--- config.mk ---
export PLATFORM = sky130hd
export DESIGN_NAME = mc_bridge_top
export DESIGN_NICKNAME = d
export VERILOG_FILES = /design/src/rtl/mc_bridge_pkg.sv /design/src/rtl/mc_addr_xlate.sv /design/src/rtl/mc_bridge_top.sv /design/src/rtl/mc_cmd_dispatch.sv /design/src/rtl/mc_resp_collect.sv /design/src/rtl/mc_txn_slot.sv
export VERILOG_INCLUDE_DIRS = /design/src /design/src/rtl
export SDC_FILE = /design/constraint.sdc
export NUM_CORES = 1
export LEC_CHECK = 0
export BUFFER_PORTS_ARGS = -buffer_cell sky130_fd_sc_hd__buf_2
export CORE_ASPECT_RATIO = 0.7
export CORE_MARGIN = 2
export CORE_UTILIZATION = 60
export CTS_CLUSTER_DIAMETER = 40
export DETAILED_ROUTE_END_ITERATION = 10
export PLACE_DENSITY = 0.85
export SYNTH_ARGS = -nofsm -noshare
export SYNTH_HDL_FRONTEND = slang
export SYNTH_SLANG_ARGS = --single-unit
export TNS_END_PERCENT = 5
--- constraint.sdc ---
create_clock -name clk_i -period 9.8 [get_ports clk_i]
set_input_delay 0.49 -clock clk_i [delete_from_list [all_inputs] [get_ports clk_i]]
set_output_delay 0.49 -clock clk_i [all_outputs]
set_load 0.01 [all_outputs]
--- src/rtl/mc_bridge_macros.svh ---
`ifndef MC_BRIDGE_MACROS_SVH
`define MC_BRIDGE_MACROS_SVH

// processor side widths
`define MC_PADDR_W 32

// network packet widths
`define MC_DATA_W 32
`define MC_ADDR_W 28
`define MC_X_W 4
`define MC_Y_W 4

// number of transaction slots in flight
`define MC_MAX_OUT 4

// mesh geometry
// vcache banks sit on the top and bottom rows
`define MC_NUM_TILES_X 4
`define MC_NUM_TILES_Y 4
`define MC_VCACHE_BLOCK_WORDS 8

// anything at or above this goes to dram
`define MC_DRAM_BASE 32'h8000_0000

`endif

--- src/rtl/mc_bridge_pkg.sv ---
`include "mc_bridge_macros.svh"

package mc_bridge_pkg;

  // uncached command type from the processor
  typedef enum logic [0:0] {
    e_mem_rd = 1'b0,
    e_mem_wr = 1'b1
  } mem_msg_e;

  // access size in bytes
  typedef enum logic [1:0] {
    e_size_1 = 2'b00,
    e_size_2 = 2'b01,
    e_size_4 = 2'b10
  } msg_size_e;

  // network request opcodes
  typedef enum logic [1:0] {
    e_remote_load         = 2'd0,
    e_remote_store        = 2'd1,
    e_remote_masked_store = 2'd2
  } mc_op_e;

  // transaction slot index
  // also sent out as the packet reg id
  typedef logic [$clog2(`MC_MAX_OUT)-1:0] slot_id_t;

endpackage

--- src/rtl/mc_addr_xlate.sv ---
`timescale 1ns/10ps

`include "mc_bridge_macros.svh"

module mc_addr_xlate
  (input        [`MC_PADDR_W-1:0] paddr_i
   , output logic [`MC_X_W-1:0]   x_o
   , output logic [`MC_Y_W-1:0]   y_o
   , output logic [`MC_ADDR_W-1:0] addr_o
   );

  // word offset inside one vcache block
  localparam int OFFSET_W = $clog2(`MC_VCACHE_BLOCK_WORDS);
  // one bank per column on each of the two vcache rows
  localparam int BANK_W = $clog2(2 * `MC_NUM_TILES_X);
  localparam int UPPER_LSB = 2 + OFFSET_W + BANK_W;
  localparam int UPPER_W = `MC_PADDR_W - UPPER_LSB;

  logic                is_dram;
  logic [OFFSET_W-1:0] word_offset;
  logic [BANK_W-1:0]   bank;
  logic [UPPER_W-1:0]  upper;

  assign is_dram = (paddr_i >= `MC_DRAM_BASE);

  //////////////////////////////////////////////////
  // dram bank hash
  //////////////////////////////////////////////////

  // bank bits sit right above the block offset
  assign word_offset = paddr_i[2+:OFFSET_W];
  assign bank = paddr_i[2+OFFSET_W+:BANK_W];
  assign upper = paddr_i[`MC_PADDR_W-1:UPPER_LSB];

  always_comb
  begin
    if (is_dram)
    begin
      // top bank bit picks the row
      // vcache rows are just outside the tile array
      if (bank[BANK_W-1])
        y_o = `MC_Y_W'(`MC_NUM_TILES_Y + 1);
      else
        y_o = '0;
      // column 0 is not a vcache, hence the plus one
      x_o = `MC_X_W'(bank[BANK_W-2:0]) + `MC_X_W'(1);
      // bank bits drop out of the word address
      addr_o = `MC_ADDR_W'({upper, word_offset});
    end
    else
    begin
      // tile space
      // coordinates come straight from the address
      y_o = paddr_i[27:24];
      x_o = paddr_i[23:20];
      addr_o = `MC_ADDR_W'(paddr_i[19:2]);
    end
  end

endmodule

--- src/rtl/mc_bridge_top.sv ---
`timescale 1ns/10ps

`include "mc_bridge_macros.svh"

module mc_bridge_top
  (input                                    clk_i
   , input                                  rst_i

   , input                                  cmd_v_i
   , input  mc_bridge_pkg::mem_msg_e        cmd_type_i
   , input  mc_bridge_pkg::msg_size_e       cmd_size_i
   , input  [`MC_PADDR_W-1:0]               cmd_addr_i
   , input  [`MC_DATA_W-1:0]                cmd_data_i
   , output logic                           cmd_ready_o

   , output logic                           out_v_o
   , output mc_bridge_pkg::mc_op_e          out_op_o
   , output logic [`MC_ADDR_W-1:0]          out_addr_o
   , output logic [`MC_DATA_W-1:0]          out_data_o
   , output logic [`MC_DATA_W/8-1:0]        out_mask_o
   , output mc_bridge_pkg::slot_id_t        out_reg_id_o
   , output logic [`MC_X_W-1:0]             out_x_o
   , output logic [`MC_Y_W-1:0]             out_y_o
   , input                                  out_ready_i

   , input                                  ret_v_i
   , input  mc_bridge_pkg::slot_id_t        ret_id_i
   , input  [`MC_DATA_W-1:0]                ret_data_i

   , output logic                           resp_v_o
   , output mc_bridge_pkg::mem_msg_e        resp_type_o
   , output mc_bridge_pkg::msg_size_e       resp_size_o
   , output logic [`MC_PADDR_W-1:0]         resp_addr_o
   , output logic [`MC_DATA_W-1:0]          resp_data_o
   , input                                  resp_yumi_i
   );

  import mc_bridge_pkg::*;

  logic [`MC_MAX_OUT-1:0] slot_alloc;
  logic [`MC_MAX_OUT-1:0] slot_release;
  logic [`MC_MAX_OUT-1:0] slot_busy;
  logic [`MC_MAX_OUT-1:0] slot_done;
  mem_msg_e               slot_type [`MC_MAX_OUT];
  msg_size_e              slot_size [`MC_MAX_OUT];
  logic [`MC_PADDR_W-1:0] slot_addr [`MC_MAX_OUT];
  logic [`MC_DATA_W-1:0]  slot_data [`MC_MAX_OUT];

  mc_cmd_dispatch dispatch
    (.clk_i, .rst_i
     , .cmd_v_i, .cmd_type_i, .cmd_size_i, .cmd_addr_i, .cmd_data_i, .cmd_ready_o
     , .out_ready_i, .slot_busy_i(slot_busy)
     , .out_v_o, .out_op_o, .out_addr_o, .out_data_o, .out_mask_o
     , .out_reg_id_o, .out_x_o, .out_y_o
     , .slot_alloc_o(slot_alloc)
     );

  // one record per reg id
  for (genvar i = 0; i < `MC_MAX_OUT; i++)
  begin : g_slot
    mc_txn_slot #(.SLOT_ID(i)) slot
      (.clk_i, .rst_i
       , .alloc_i(slot_alloc[i]), .alloc_type_i(cmd_type_i)
       , .alloc_size_i(cmd_size_i), .alloc_addr_i(cmd_addr_i)
       , .ret_v_i, .ret_id_i, .ret_data_i
       , .release_i(slot_release[i])
       , .busy_o(slot_busy[i]), .done_o(slot_done[i])
       , .type_o(slot_type[i]), .size_o(slot_size[i])
       , .addr_o(slot_addr[i]), .data_o(slot_data[i])
       );
  end

  mc_resp_collect collect
    (.clk_i, .rst_i
     , .slot_busy_i(slot_busy), .slot_done_i(slot_done)
     , .slot_type_i(slot_type), .slot_size_i(slot_size)
     , .slot_addr_i(slot_addr), .slot_data_i(slot_data)
     , .resp_v_o, .resp_type_o, .resp_size_o, .resp_addr_o, .resp_data_o
     , .resp_yumi_i
     , .slot_release_o(slot_release)
     );

endmodule

--- src/rtl/mc_cmd_dispatch.sv ---
`timescale 1ns/10ps

`include "mc_bridge_macros.svh"

module mc_cmd_dispatch
  (input                                    clk_i
   , input                                  rst_i

   , input                                  cmd_v_i
   , input  mc_bridge_pkg::mem_msg_e        cmd_type_i
   , input  mc_bridge_pkg::msg_size_e       cmd_size_i
   , input  [`MC_PADDR_W-1:0]               cmd_addr_i
   , input  [`MC_DATA_W-1:0]                cmd_data_i
   , output logic                           cmd_ready_o

   , input                                  out_ready_i
   , input  [`MC_MAX_OUT-1:0]               slot_busy_i

   , output logic                           out_v_o
   , output mc_bridge_pkg::mc_op_e          out_op_o
   , output logic [`MC_ADDR_W-1:0]          out_addr_o
   , output logic [`MC_DATA_W-1:0]          out_data_o
   , output logic [`MC_DATA_W/8-1:0]        out_mask_o
   , output mc_bridge_pkg::slot_id_t        out_reg_id_o
   , output logic [`MC_X_W-1:0]             out_x_o
   , output logic [`MC_Y_W-1:0]             out_y_o

   , output logic [`MC_MAX_OUT-1:0]         slot_alloc_o
   );

  import mc_bridge_pkg::*;

  slot_id_t                tail_r;
  logic                    accept;
  logic [1:0]              low_bits;
  logic [`MC_DATA_W/8-1:0] store_mask;

  mc_addr_xlate xlate
    (.paddr_i(cmd_addr_i)
     , .x_o(out_x_o)
     , .y_o(out_y_o)
     , .addr_o(out_addr_o)
     );

  //////////////////////////////////////////////////
  // slot allocation
  //////////////////////////////////////////////////

  // slots are handed out in command order
  assign cmd_ready_o = ~slot_busy_i[tail_r] & out_ready_i;
  assign accept = cmd_v_i & cmd_ready_o;
  assign out_v_o = accept;
  assign out_reg_id_o = tail_r;
  assign slot_alloc_o = accept ? (`MC_MAX_OUT'(1) << tail_r) : '0;

  always_ff @(posedge clk_i)
  begin
    if (rst_i)
      tail_r <= '0;
    else if (accept)
      tail_r <= tail_r + 1'b1;
  end

  //////////////////////////////////////////////////
  // packet build
  //////////////////////////////////////////////////

  assign low_bits = cmd_addr_i[1:0];

  always_comb
  begin
    case (cmd_size_i)
      e_size_1: store_mask = 4'h1 << low_bits;
      e_size_2: store_mask = 4'h3 << low_bits;
      default:  store_mask = 4'hf << low_bits;
    endcase
  end

  always_comb
  begin
    if (cmd_type_i == e_mem_rd)
    begin
      // load info travels in the payload
      out_op_o = e_remote_load;
      out_mask_o = '0;
      out_data_o = '0;
      out_data_o[0] = (cmd_size_i == e_size_1);
      out_data_o[1] = (cmd_size_i == e_size_2);
      out_data_o[3:2] = low_bits;
    end
    else
    begin
      // partial writes need the masked form
      out_op_o = (store_mask == '1) ? e_remote_store : e_remote_masked_store;
      out_mask_o = store_mask;
      out_data_o = cmd_data_i << {low_bits, 3'b000};
    end
  end

endmodule

--- src/rtl/mc_resp_collect.sv ---
`timescale 1ns/10ps

`include "mc_bridge_macros.svh"

module mc_resp_collect
  (input                                    clk_i
   , input                                  rst_i

   , input  [`MC_MAX_OUT-1:0]               slot_busy_i
   , input  [`MC_MAX_OUT-1:0]               slot_done_i
   , input  mc_bridge_pkg::mem_msg_e        slot_type_i [`MC_MAX_OUT]
   , input  mc_bridge_pkg::msg_size_e       slot_size_i [`MC_MAX_OUT]
   , input  [`MC_PADDR_W-1:0]               slot_addr_i [`MC_MAX_OUT]
   , input  [`MC_DATA_W-1:0]                slot_data_i [`MC_MAX_OUT]

   , output logic                           resp_v_o
   , output mc_bridge_pkg::mem_msg_e        resp_type_o
   , output mc_bridge_pkg::msg_size_e       resp_size_o
   , output logic [`MC_PADDR_W-1:0]         resp_addr_o
   , output logic [`MC_DATA_W-1:0]          resp_data_o
   , input                                  resp_yumi_i

   , output logic [`MC_MAX_OUT-1:0]         slot_release_o
   );

  import mc_bridge_pkg::*;

  slot_id_t              head_r;
  logic                  head_ready;
  logic [`MC_DATA_W-1:0] head_data;

  // head slot has its reply and nothing is pending
  assign head_ready = slot_busy_i[head_r] & slot_done_i[head_r] & ~resp_v_o;

  // trim the returned word to the access size
  always_comb
  begin
    case (slot_size_i[head_r])
      e_size_1: head_data = `MC_DATA_W'(slot_data_i[head_r][7:0]);
      e_size_2: head_data = `MC_DATA_W'(slot_data_i[head_r][15:0]);
      default:  head_data = slot_data_i[head_r];
    endcase
  end

  always_ff @(posedge clk_i)
  begin
    if (rst_i)
    begin
      resp_v_o <= 1'b0;
      head_r <= '0;
    end
    else if (resp_yumi_i)
    begin
      resp_v_o <= 1'b0;
      head_r <= head_r + 1'b1;
    end
    else if (head_ready)
      resp_v_o <= 1'b1;
  end

  always_ff @(posedge clk_i)
  begin
    if (head_ready)
    begin
      resp_type_o <= slot_type_i[head_r];
      resp_size_o <= slot_size_i[head_r];
      resp_addr_o <= slot_addr_i[head_r];
      resp_data_o <= head_data;
    end
  end

  // free the head on the same edge it is consumed
  assign slot_release_o = resp_yumi_i ? (`MC_MAX_OUT'(1) << head_r) : '0;

endmodule

--- src/rtl/mc_txn_slot.sv ---
`timescale 1ns/10ps

`include "mc_bridge_macros.svh"

module mc_txn_slot
  #(parameter int SLOT_ID = 0)
  (input                                    clk_i
   , input                                  rst_i

   , input                                  alloc_i
   , input  mc_bridge_pkg::mem_msg_e        alloc_type_i
   , input  mc_bridge_pkg::msg_size_e       alloc_size_i
   , input  [`MC_PADDR_W-1:0]               alloc_addr_i

   , input                                  ret_v_i
   , input  mc_bridge_pkg::slot_id_t        ret_id_i
   , input  [`MC_DATA_W-1:0]                ret_data_i

   , input                                  release_i

   , output logic                           busy_o
   , output logic                           done_o
   , output mc_bridge_pkg::mem_msg_e        type_o
   , output mc_bridge_pkg::msg_size_e       size_o
   , output logic [`MC_PADDR_W-1:0]         addr_o
   , output logic [`MC_DATA_W-1:0]          data_o
   );

  import mc_bridge_pkg::*;

  logic ret_hit;

  // only a busy slot can own a reply
  assign ret_hit = ret_v_i & busy_o & (ret_id_i == slot_id_t'(SLOT_ID));

  always_ff @(posedge clk_i)
  begin
    if (rst_i | release_i)
    begin
      busy_o <= 1'b0;
      done_o <= 1'b0;
    end
    else if (alloc_i)
    begin
      busy_o <= 1'b1;
      done_o <= 1'b0;
    end
    else if (ret_hit)
      done_o <= 1'b1;
  end

  // header and returned data
  always_ff @(posedge clk_i)
  begin
    if (alloc_i)
    begin
      type_o <= alloc_type_i;
      size_o <= alloc_size_i;
      addr_o <= alloc_addr_i;
    end
    // store replies carry nothing useful
    if (ret_hit)
      data_o <= (type_o == e_mem_rd) ? ret_data_i : '0;
  end

endmodule

==> summary.txt, run 1 <==
Logic synthesis
  • Mapped cell area: roughly 15000 um^2
  • Synth cell types: 40
  • Number of flops mapped to enable cells by yosys: around 340
  • Gate Count Post-Synth: approximately 830
  • Yosys reg bits: between 300 and 400
  • Number of synthesis warnings: 0
  • Post-Syn Area per Cell: roughly 18 um^2
  • Net Count, Synth: between 900 and 1000
  • Ys flop type: edfxtp_1
  • Ys async rst share: 0%
  • Sequential area share after synthesis: 71.0%

Worst setup path
  • R2R Setup Slk: around 6.8 ns
  • Worst setup EP type: register
  • WP data required: 10.04 ns
  • Worst-path fanout max: 42
  • WP depth: 4
  • Buffers & Inverters on Critical Path: 1
  • WP data arrival: about 3.2 ns
  • FF-to-FF path depth: 4
  • Worst path cell trace: buf_4 -> mux4_2 -> nor2_4 -> nor2b_1
  • Crit path kind: register to register
  • Delay-heaviest family, CP: multiplexers
  • Crit-path slowest cell: mux4_2
  • Worst Setup Start Kind: register
  • Max stage delay on crit path: about 0.80 ns

Clocking
  • Worst-path clk slew: 0.06 ns
  • Clock root buffer: clkbuf_16
  • Clk Latency, worst-skew pair: roughly 0.5 ns
  • Clock tree from TritonCTS: built
  • H-tree depth: 2
  • Post-CTS Setup Inserts: 0
  • CTS Buf Count: 36
  • Clock Path Buffers: 3
  • Cts hold-fix bufs: 0
  • Post-CTS sizing: 0
  • CTS sink cnt: between 300 and 400

Min path
  • Worst Hold Depth: 1
  • Worst hold path class: input pin to register

Pwr
  • Sw frac: a little over a fifth
  • Int Pwr: between 2 and 3 mW
  • Reg power frac: about half
  • Peak VDD IR: 108 uV
  • Combinational power share: 7.8%
  • P_sw: roughly 0.69 mW
  • Clock Power Share: between 40 and 50%
  • Leak: roughly 6.2 nW
  • Pwr/cell area: ~190 nW/um^2

Timing
  • Clock skew: 0.0101 ns
  • Slew HR: a little under a third
  • Slew @ Worst Pin: around 1.0 ns
  • Final min period: 2.98 ns
  • Fin Setup TNS: 0 ns
  • Final Max Slew Viols: 0
  • Final setup violation count: 0
  • RSZ-0062 raised after global routing: no
  • Top achievable clock speed: between 0.3 and 0.4 GHz
  • Final Cycle Share: roughly 30%
  • Final hold viol count: 0

Place
  • Buffers added on ports: between 200 and 300
  • Cells after DPL: approximately 1400
  • Dpl hpwl: 18600 um
  • GPL Wtd Cong: 0.810

Drt
  • Vias per cell: between 5 and 6
  • DRT Pass-1 Iters: 5
  • Drt wl/cell: around 22 um
  • Total wire length: approximately 32000 um
  • Vias: about 8200
  • Drt first-iter violations: around 640
  • Post-route DRC: 0
  • DRT antenna net count: 0

Cells and area
  • Layout Nets: roughly 1200
  • Post-route insts no fill: 1420
  • Share of layout cells above drive strength 1: approximately two fifths
  • Commonest non-fill, non-tap cell in the layout: edfxtp_1
  • Area delta synth->final: 18.4%
  • Final design utilization: between 70 and 80%
  • Most frequent cells in the layout: edfxtp_1, buf_2, nor2b_1

Floorplan
  • Die Wd: ~190 um
  • Total core area: 23700 um^2
  • Die Area: between 20000 and 30000 um^2
  • Die span in y: between 100 and 150 um
  • Cell row count: 47
  • Io pins: around 250
  • Starting density of the core: between 60 and 70%

Global route
  • First-pass GRT wire length: 47800 um
  • Vias in the first global route: about 8400
  • GR Util All Layers: around 25%
  • Initial antenna violation count: 2
  • Pin count of the biggest net entering global routing: 71
  • GR Overflow Total: 0

Flow run
  • Max-cap violations: 0

Status
  • Status: finished, final reports clean
==> routing by layer <==
metal | global-route usage (%) | up-vias | routed length (um)
li1 | - | 3640 | -
met1 | 34.1 | 4130 | 12800
met2 | 42.8 | 348 | 16200
met3 | 4.71 | 36 | 2370
met4 | 5.30 | 0 | 355
met5 | 0 | - | 0
==> sequential cells by signal (all words and copies together) (netlist names) <==
register,count
collect.head_r,2
collect.resp_addr_o,32
collect.resp_data_o,32
collect.resp_size_o,2
collect.resp_type_o,1
collect.resp_v_o,1
dispatch.out_reg_id_o,2
g_slot.slot.addr_o,128
g_slot.slot.busy_o,4
g_slot.slot.data_o,128
g_slot.slot.done_o,4
g_slot.slot.size_o,8
g_slot.slot.type_o,4
==> power by group through the flow <==
stage	sequential [mW]	combinational, mW	clock [mW]
finish	1.67	0.256	1.36
floorplan	1.69	0.177	0
detailed placement	1.70	0.255	0
CTS	1.67	0.258	1.38
global placement	1.70	0.245	0
global route	1.67	0.277	1.43
==> synthesized netlist by cell type, types with 2 or more instances <==
cell      instances  area, um^2
buf_6             6        67.6
mux2i_1          22         220
and4b_1           2        20.0
and3_1            2        12.5
a21oi_1           8        40.0
o211a_1           7        70.1
clkbuf_1         27         101
ha_1              9         113
a21boi_0         10        75.1
mux4_1            4         105
nor2b_1         140         876
a211oi_1          2        15.0
buf_4             6        45.0
nor3_1            2        10.0
nand2_1          44         165
inv_1             8        30.0
inv_2             3        11.3
nand2b_1          4        25.0
mux4_2           64        1440
mux2_2           25         282
and2_1           32         200
buf_2            11        55.1
o21ai_0          12        60.1
nor2_1           16        60.1
edfxtp_1        335       10100
dfxtp_1          13         260
==> through the flow <==
stage | worst slack (ns) | total power, mW | cell area [um^2] | hold slack (ns)
floorplan | 5.48 | 1.87 | 14500 | 0.460
global placement | 6.78 | 1.95 | 16000 | 0.489
CTS | 6.74 | 3.31 | 17200 | 0.212
global route | 6.60 | 3.38 | 17200 | 0.222
detailed placement | 6.75 | 1.96 | 16000 | 0.503
finish | 6.82 | 3.29 | 17200 | 0.227
==> final timing paths <==
path | end | start
worst max-delay path | collect.resp_data_o[14] | collect.head_r[0]
worst min-delay path | g_slot[1].slot.addr_o[4] | cmd_addr_i[4]
worst max register to register | collect.resp_data_o[14] | collect.head_r[0]
worst min register to register | g_slot[2].slot.busy_o | g_slot[2].slot.busy_o
==> final cells by class <==
cell class,instances,area [um^2]
Sequential cell,348,10300
Fill cell,1449,6500
Multi-Input combinational cell,418,3930
Timing Repair Buffer,259,1320
Clock buffer,46,980
Tap cell,318,398
Clock inverter,18,204
Inverter,11,41.3
Antenna cell,2,5.00
==> cells by family after synthesis <==
kind of cell,count (synthesis),synth area share (%)
mux,115,14.1
simple gates,248,9.78
fa+ha+maj,9,0.775
buf+inv,62,2.16
compound gates,44,2.09
flops,348,71.0
xor+xnor,1,0.0603
other cells,1,0.0258
(Power assumes the default switching activity.)
==> run 2: changes to the inputs <==
--- a/config.mk
+++ b/config.mk
@@ -9,10 +9,10 @@
 export BUFFER_PORTS_ARGS = -buffer_cell sky130_fd_sc_hd__buf_2
 export CORE_ASPECT_RATIO = 0.7
 export CORE_MARGIN = 2
-export CORE_UTILIZATION = 60
+export CORE_UTILIZATION = 56
 export CTS_CLUSTER_DIAMETER = 40
 export DETAILED_ROUTE_END_ITERATION = 10
-export PLACE_DENSITY = 0.85
+export PLACE_DENSITY = 0.8
 export SYNTH_ARGS = -nofsm -noshare
 export SYNTH_HDL_FRONTEND = slang
 export SYNTH_SLANG_ARGS = --single-unit
==> constraint.sdc (replaced) <==
create_clock -name clk_i -period 3.1 [get_ports clk_i]
set_input_delay 0.155 -clock clk_i [delete_from_list [all_inputs] [get_ports clk_i]]
set_output_delay 0.155 -clock clk_i [all_outputs]
set_load 0.01 [all_outputs]
==> run 2 against run 1 <==
Count of clock-buffer cells in the layout grew 2. Flip-flop and latch count unchanged. Largest power group unchanged. Die area rose by 7.0%. Largest cell class unchanged.
==> summary.txt, run 2 (synthesis gave the netlist of run 1 again) <==
Status
  • Status: finished, final reports clean (unchanged)

Global route
  • Busiest layer in global routing: met2 (unchanged)
  • Pin count of the biggest net entering global routing: 49 (was 71)
  • GR Util All Layers: 23.2% (was 25.0%)
  • Initial antenna violation count: 1 (was 2)
  • Vias in the first global route: 8482 (was 8403)
  • Met2 usage: 37.4% (was 42.8%)
  • First-pass GRT wire length: 48000 um (was 47800 um)
  • Grt met1 use: 32.1% (was 34.1%)
  • GRT met3 Usage: 4.89% (was 4.71%)
  • GR Overflow Total: 0 (unchanged)

Floorplan
  • Die span in y: 139 um (was 134 um)
  • Die Wd: 197 um (was 190 um)
  • Total core area: 25600 um^2 (was 23700 um^2)
  • Cell row count: 49 (was 47)
  • Io pins: 253 (unchanged)
  • Starting density of the core: 56.8% (was 61.3%)
  • Die Area: 27300 um^2 (was 25500 um^2)

Worst setup path
  • WP data arrival: 2.51 ns (was 3.22 ns)
  • Worst flop-to-flop path startpoint: collect.head_r[0] (unchanged)
  • Worst Setup Start Kind: register (unchanged)
  • Setup crit end: collect.resp_data_o[26] (was collect.resp_data_o[14])
  • R2R Setup Slk: 0.80 ns (was 6.82 ns)
  • FF-to-FF path depth: 4 (unchanged)
  • Worst-path fanout max: 28 (was 42)
  • Reg-to-Reg End: collect.resp_data_o[26] (was collect.resp_data_o[14])
  • Crit path kind: register to register (unchanged)
  • Worst setup EP type: register (unchanged)
  • WP data required: 3.32 ns (was 10.04 ns)
  • Critical path origin: collect.head_r[0] (unchanged)

Pwr
  • Final Power: 10.3 mW (was 3.29 mW)
  • Leak: 6.51 nW (was 6.23 nW)
  • Pwr/cell area: 575 nW/um^2 (was 191 nW/um^2)
  • Peak VDD IR: 360 uV (was 108 uV)

Cells and area
  • Area delta synth->final: 23.5% (was 18.4%)
  • Top flop regs: g_slot.slot.addr_o: 128 flops, g_slot.slot.data_o: 128 flops (unchanged)
  • Layout Nets: 1262 (was 1190)
  • Most frequent cells in the layout: edfxtp_1, buf_2, nor2b_1 (unchanged)
  • Commonest non-fill, non-tap cell in the layout: edfxtp_1 (unchanged)
  • # diodes: 0 (was 2)
  • Share of layout cells above drive strength 1: 35.9% (was 38.2%)
  • Final design utilization: 70.2% (was 72.6%)
  • Final std cell area, no fill: 17900 um^2 (was 17200 um^2)
  • Post-route insts no fill: 1505 (was 1420)
  • Layout fillers: 1621 (was 1449)

Place
  • Placement Cell Area: 16100 um^2 (was 16000 um^2)
  • Dpl hpwl: 19000 um (was 18600 um)
  • Pre-CTS setup slack: 0.740 ns (was 6.75 ns)
  • GPL Wtd Cong: 0.859 (was 0.810)
  • Buffers added on ports: 251 (unchanged)
  • Cells after DPL: 1372 (was 1354)

Clocking
  • Post-CTS sizing: 0 (unchanged)
  • H-tree depth: 2 (unchanged)
  • Clock Path Buffers: 3 (unchanged)
  • Worst-path clk slew: 0.06 ns (about the same)
  • CTS sink cnt: 348 (unchanged)
  • Clock tree from TritonCTS: built (unchanged)
  • Clock root buffer: clkbuf_16 (unchanged)
  • Clk Latency, worst-skew pair: 0.52 ns (was 0.50 ns)
  • CTS Buf Count: 37 (was 36)

Drt
  • Vias per cell: 5.52 (was 5.74)
  • Vias: 8313 (was 8154)
  • Post-route DRC: 0 (unchanged)
  • DRT antenna net count: 0 (unchanged)
  • Drt wl/cell: 20.7 um (was 22.3 um)
  • Total wire length: 31100 um (was 31600 um)
  • Drt first-iter violations: 533 (was 636)
  • DRT Pass-1 Iters: 5 (unchanged)

Timing
  • Clock skew: 0.0214 ns (was 0.0101 ns)
  • Slew @ Worst Pin: 1.01 ns (was 1.05 ns)
  • Top achievable clock speed: 0.435 GHz (was 0.336 GHz)
  • Final Cycle Share: 74.1% (was 30.4%)
  • Crit path setup slack, layout: 0.804 ns (was 6.82 ns)
  • Final min period: 2.30 ns (was 2.98 ns)
  • Final hold viol count: 0 (unchanged)
  • Slew HR: 32.8% (was 30.3%)
  • RSZ-0062 raised after global routing: no (unchanged)
  • Fin Setup TNS: 0 ns (unchanged)
  • Hold Slack: 0.155 ns (was 0.227 ns)
  • Final Max Slew Viols: 0 (unchanged)
  • Final setup violation count: 0 (unchanged)

Min path
  • Worst Hold Depth: 1 (unchanged)
  • Hold path start: cmd_addr_i[0] (was cmd_addr_i[4])
  • Worst hold path class: input pin to register (unchanged)

Flow run
  • Max-cap violations: 0 (unchanged)
run 2: worst max-delay path: stages (launching register included):
cell     delay (ns)
dfxtp_4        0.65
inv_2          0.11
mux4_2         0.49
nor2_4         0.44
buf_12         0.28
run 2: layout make-up:
type                       count  area [um^2]  area share (%)
clock buffer                  48         1010            5.63
clock inverter                19          146           0.816
inverter                      11         41.3           0.230
multi-input combinational    418         3930            21.9
sequential                   348        10300            57.5
tap                          331          414            2.31
timing repair buffer         330         2080            11.6
run 2: routing by layer:
layer | share of wire [%] | vias up | routed length [um]
li1 | - | 3769 | -
met1 | 42 | 4146 | 12900
met2 | 49 | 337 | 15300
met3 | 6.9 | 59 | 2130
met4 | 2.3 | 2 | 705
met5 | 0.042 | - | 13
run 2: worst min path at each step:
stage / end / slack, ns
6_report: g_slot[1].slot.addr_o[0] / 0.15
5_1_grt: g_slot[3].slot.addr_o[0] / 0.15
4_1_cts: g_slot[3].slot.addr_o[0] / 0.14
3_5_place_dp: g_slot[1].slot.addr_o[4] / 0.39
3_3_place_gp: g_slot[1].slot.addr_o[4] / 0.39
2_1_floorplan: g_slot[0].slot.addr_o[0] / 0.25
run 2: power by group:
group	leakage [nW]	total, mW	internal, mW	switching, mW
combinational	2.82	0.863	0.449	0.414
clock	0.547	4.17	2.41	1.76
sequential	3.15	5.29	5.24	0.0546
total	6.51	10.3	8.09	2.23
run 2: repair_timing:
action	4_1_cts	5_1_grt
hold buffers	66	0
hold endpoints to repair	243	0
buffers inserted	0	0
==> run 3: changes to the inputs <==
==> constraint.sdc (replaced) <==
create_clock -name clk_i -period 2.15 [get_ports clk_i]
set_input_delay 0.1075 -clock clk_i [delete_from_list [all_inputs] [get_ports clk_i]]
set_output_delay 0.1075 -clock clk_i [all_outputs]
set_load 0.01 [all_outputs]
==> run 3 against run 2 <==
Sequential share of layout area is 0.87 points lower. Global-route usage is 0.33 points higher. Worst setup slack worse by 0.59 ns. Count of clock-buffer cells in the layout is 6 lower. Total power is 49% higher. Register-to-register slack worse by 0.59 ns. Core utilization is 1.1 points higher. Critical path depth is 1 higher. Final cell count is 1.0% higher. First-iteration DRC count is 2.6% higher. Flip-flop and latch count stayed put. Critical path type unchanged. Critical endpoint is now g_slot[3].slot.addr_o[22]. Largest cell class unchanged. Largest power group unchanged.
==> summary.txt, run 3 (synthesis gave the netlist of run 1 again) <==
Worst setup path
  • FF-to-FF path depth: 5 (was 4)
  • WP data required: 2.35 ns (was 3.32 ns)
  • Crit path kind: register to register (unchanged)
  • Worst-path fanout max: 29 (was 28)
  • Worst setup EP type: register (unchanged)
  • Worst Setup Start Kind: register (unchanged)
  • WP data arrival: 2.13 ns (was 2.51 ns)

Place
  • Pre-CTS setup slack: 0.226 ns (was 0.740 ns)
  • GPL Wtd Cong: 0.857 (was 0.859)
  • Dpl hpwl: 20000 um (was 19000 um)
  • Buffers added on ports: 251 (unchanged)
  • Placement Cell Area: 16300 um^2 (was 16100 um^2)

Pwr
  • Peak VDD IR: 460 uV (was 360 uV)
  • Pwr/cell area: 844 nW/um^2 (was 575 nW/um^2)
  • Leak: 6.66 nW (was 6.51 nW)

Global route
  • Vias in the first global route: 8800 (was 8482)
  • Pin count of the biggest net entering global routing: 45 (was 49)
  • GR Overflow Total: 0 (unchanged)
  • First-pass GRT wire length: 49100 um (was 48000 um)
  • Initial antenna violation count: 1 (unchanged)
  • GR Util All Layers: 23.6% (was 23.2%)

Timing
  • Slew HR: 49.1% (was 32.8%)
  • Hold Slack: 0.0776 ns (was 0.155 ns)
  • Final min period: 1.93 ns (was 2.30 ns)
  • Final hold viol count: 0 (unchanged)
  • RSZ-0062 raised after global routing: no (unchanged)
  • Clock skew: 0.0175 ns (was 0.0214 ns)
  • Final Max Slew Viols: 0 (unchanged)
  • Final Cycle Share: 89.9% (was 74.1%)
  • Final setup violation count: 0 (unchanged)
  • Crit path setup slack, layout: 0.217 ns (was 0.804 ns)
  • Top achievable clock speed: 0.517 GHz (was 0.435 GHz)
  • Slew @ Worst Pin: 0.763 ns (was 1.01 ns)

Clocking
  • H-tree depth: 2 (unchanged)
  • Worst-path clk slew: 0.06 ns (about the same)
  • CTS sink cnt: 348 (unchanged)
  • CTS Buf Count: 37 (unchanged)
  • Post-CTS sizing: 0 (unchanged)
  • Clk Latency, worst-skew pair: 0.52 ns (about the same)
  • Clock tree from TritonCTS: built (unchanged)
  • Clock Path Buffers: 3 (unchanged)
  • Clock root buffer: clkbuf_16 (unchanged)

Cells and area
  • Top flop regs: g_slot.slot.addr_o: 128 flops, g_slot.slot.data_o: 128 flops (unchanged)
  • Layout Nets: 1277 (was 1262)
  • Commonest non-fill, non-tap cell in the layout: edfxtp_1 (unchanged)
  • Area delta synth->final: 25.4% (was 23.5%)
  • Multi-input logic area: 3930 um^2 (about the same)
  • Layout fillers: 1526 (was 1621)
  • Reg area: 10300 um^2 (unchanged)
  • Share of layout cells above drive strength 1: 37.1% (was 35.9%)
  • Most frequent cells in the layout: edfxtp_1, buf_2, nor2b_1 (unchanged)
  • Final std cell area, no fill: 18200 um^2 (was 17900 um^2)

Floorplan
  • Die span in y: 139 um (unchanged)
  • Die Area: 27300 um^2 (unchanged)
  • Cell row count: 49 (unchanged)
  • Starting density of the core: 56.8% (unchanged)
  • Die Wd: 197 um (unchanged)
  • Total core area: 25600 um^2 (unchanged)
  • Io pins: 253 (unchanged)

Status
  • Status: finished, final reports clean (unchanged)

Drt
  • Post-route DRC: 0 (unchanged)
  • Vias per cell: 5.55 (was 5.52)
  • Vias: 8433 (was 8313)
  • DRT antenna net count: 0 (unchanged)
  • Drt first-iter violations: 547 (was 533)
  • Total wire length: 31500 um (was 31100 um)
  • Drt wl/cell: 20.7 um (about the same)
  • DRT Pass-1 Iters: 5 (unchanged)

Min path
  • Worst hold path class: input pin to register (unchanged)
  • Worst Hold Depth: 4 (was 1)

Flow run
  • Max-cap violations: 0 (unchanged)
==> run 3: cell types whose count changed in the layout (fill, tap and decap cells not counted) <==
cell	change
inv_6	+1
buf_4	+10
inv_4	+1
inv_8	-1
clkinv_2	+3
inv_2	-1
buf_12	+5
and4_2	-1
diode_2	+1
clkbuf_1	-6
and4_1	+1
bufinv_16	+4
clkinvlp_4	-2
==> run 3: timing repair <==
item                                   in CTS  in global routing
hold buffers                               66                  0
buffers inserted                            0                  0
endpoints found under the hold margin     254                  0
==> run 3: metal layers <==
metal  vias to the layer above  GRT usage [%]  wire length, um
met4                         0           7.18              584
met1                      4195           31.1            12700
met5                         -              0                0
met2                       387           40.0            16000
li1                       3805              -                -
met3                        46           4.69             2260
==> run 3: worst max-delay path, stage by stage (launching register included) <==
cell	delay, ns
dfxtp_1	0.50
mux2i_1	0.31
a22oi_2	0.13
inv_2	0.13
and2_2	0.29
buf_12	0.25
==> run 3: cell type report <==
cell class                      count  share of cell area, %
Antenna cell                        1                 0.0137
Clock buffer                       42                   5.42
Clock inverter                     24                   1.45
Inverter                           11                  0.240
Multi-Input combinational cell    418                   21.6
Sequential cell                   348                   56.7
Tap cell                          331                   2.27
Timing Repair Buffer              345                   12.4
==> run 3: final timing paths <==
check	slack, ns	start	to
setup / recovery	0.22	dispatch.out_reg_id_o[0]	g_slot[3].slot.addr_o[22]
hold / removal	0.08	ret_id_i[0]	g_slot[0].slot.done_o
setup reg to reg	0.22	dispatch.out_reg_id_o[0]	g_slot[3].slot.addr_o[22]
hold reg to reg	0.50	g_slot[1].slot.busy_o	g_slot[1].slot.busy_o
==> run 3: through the flow <==
stage	TNS [ns]	utilization, %	power, mW	instances
finish	0	71.3	15.4	1520
global route	0	71.3	15.9	1520
CTS	0	71.3	15.5	1519
global placement	0	63.8	8.93	1387
floorplan	-47.45	-	8.53	828
detailed placement	0	63.8	8.97	1387
==> run 3: power breakdown <==
group / switching [mW] / leakage, nW / internal [mW]
combinational: 0.657 / 2.91 / 0.680
clock: 2.53 / 0.606 / 3.92
sequential: 0.0371 / 3.15 / 7.55
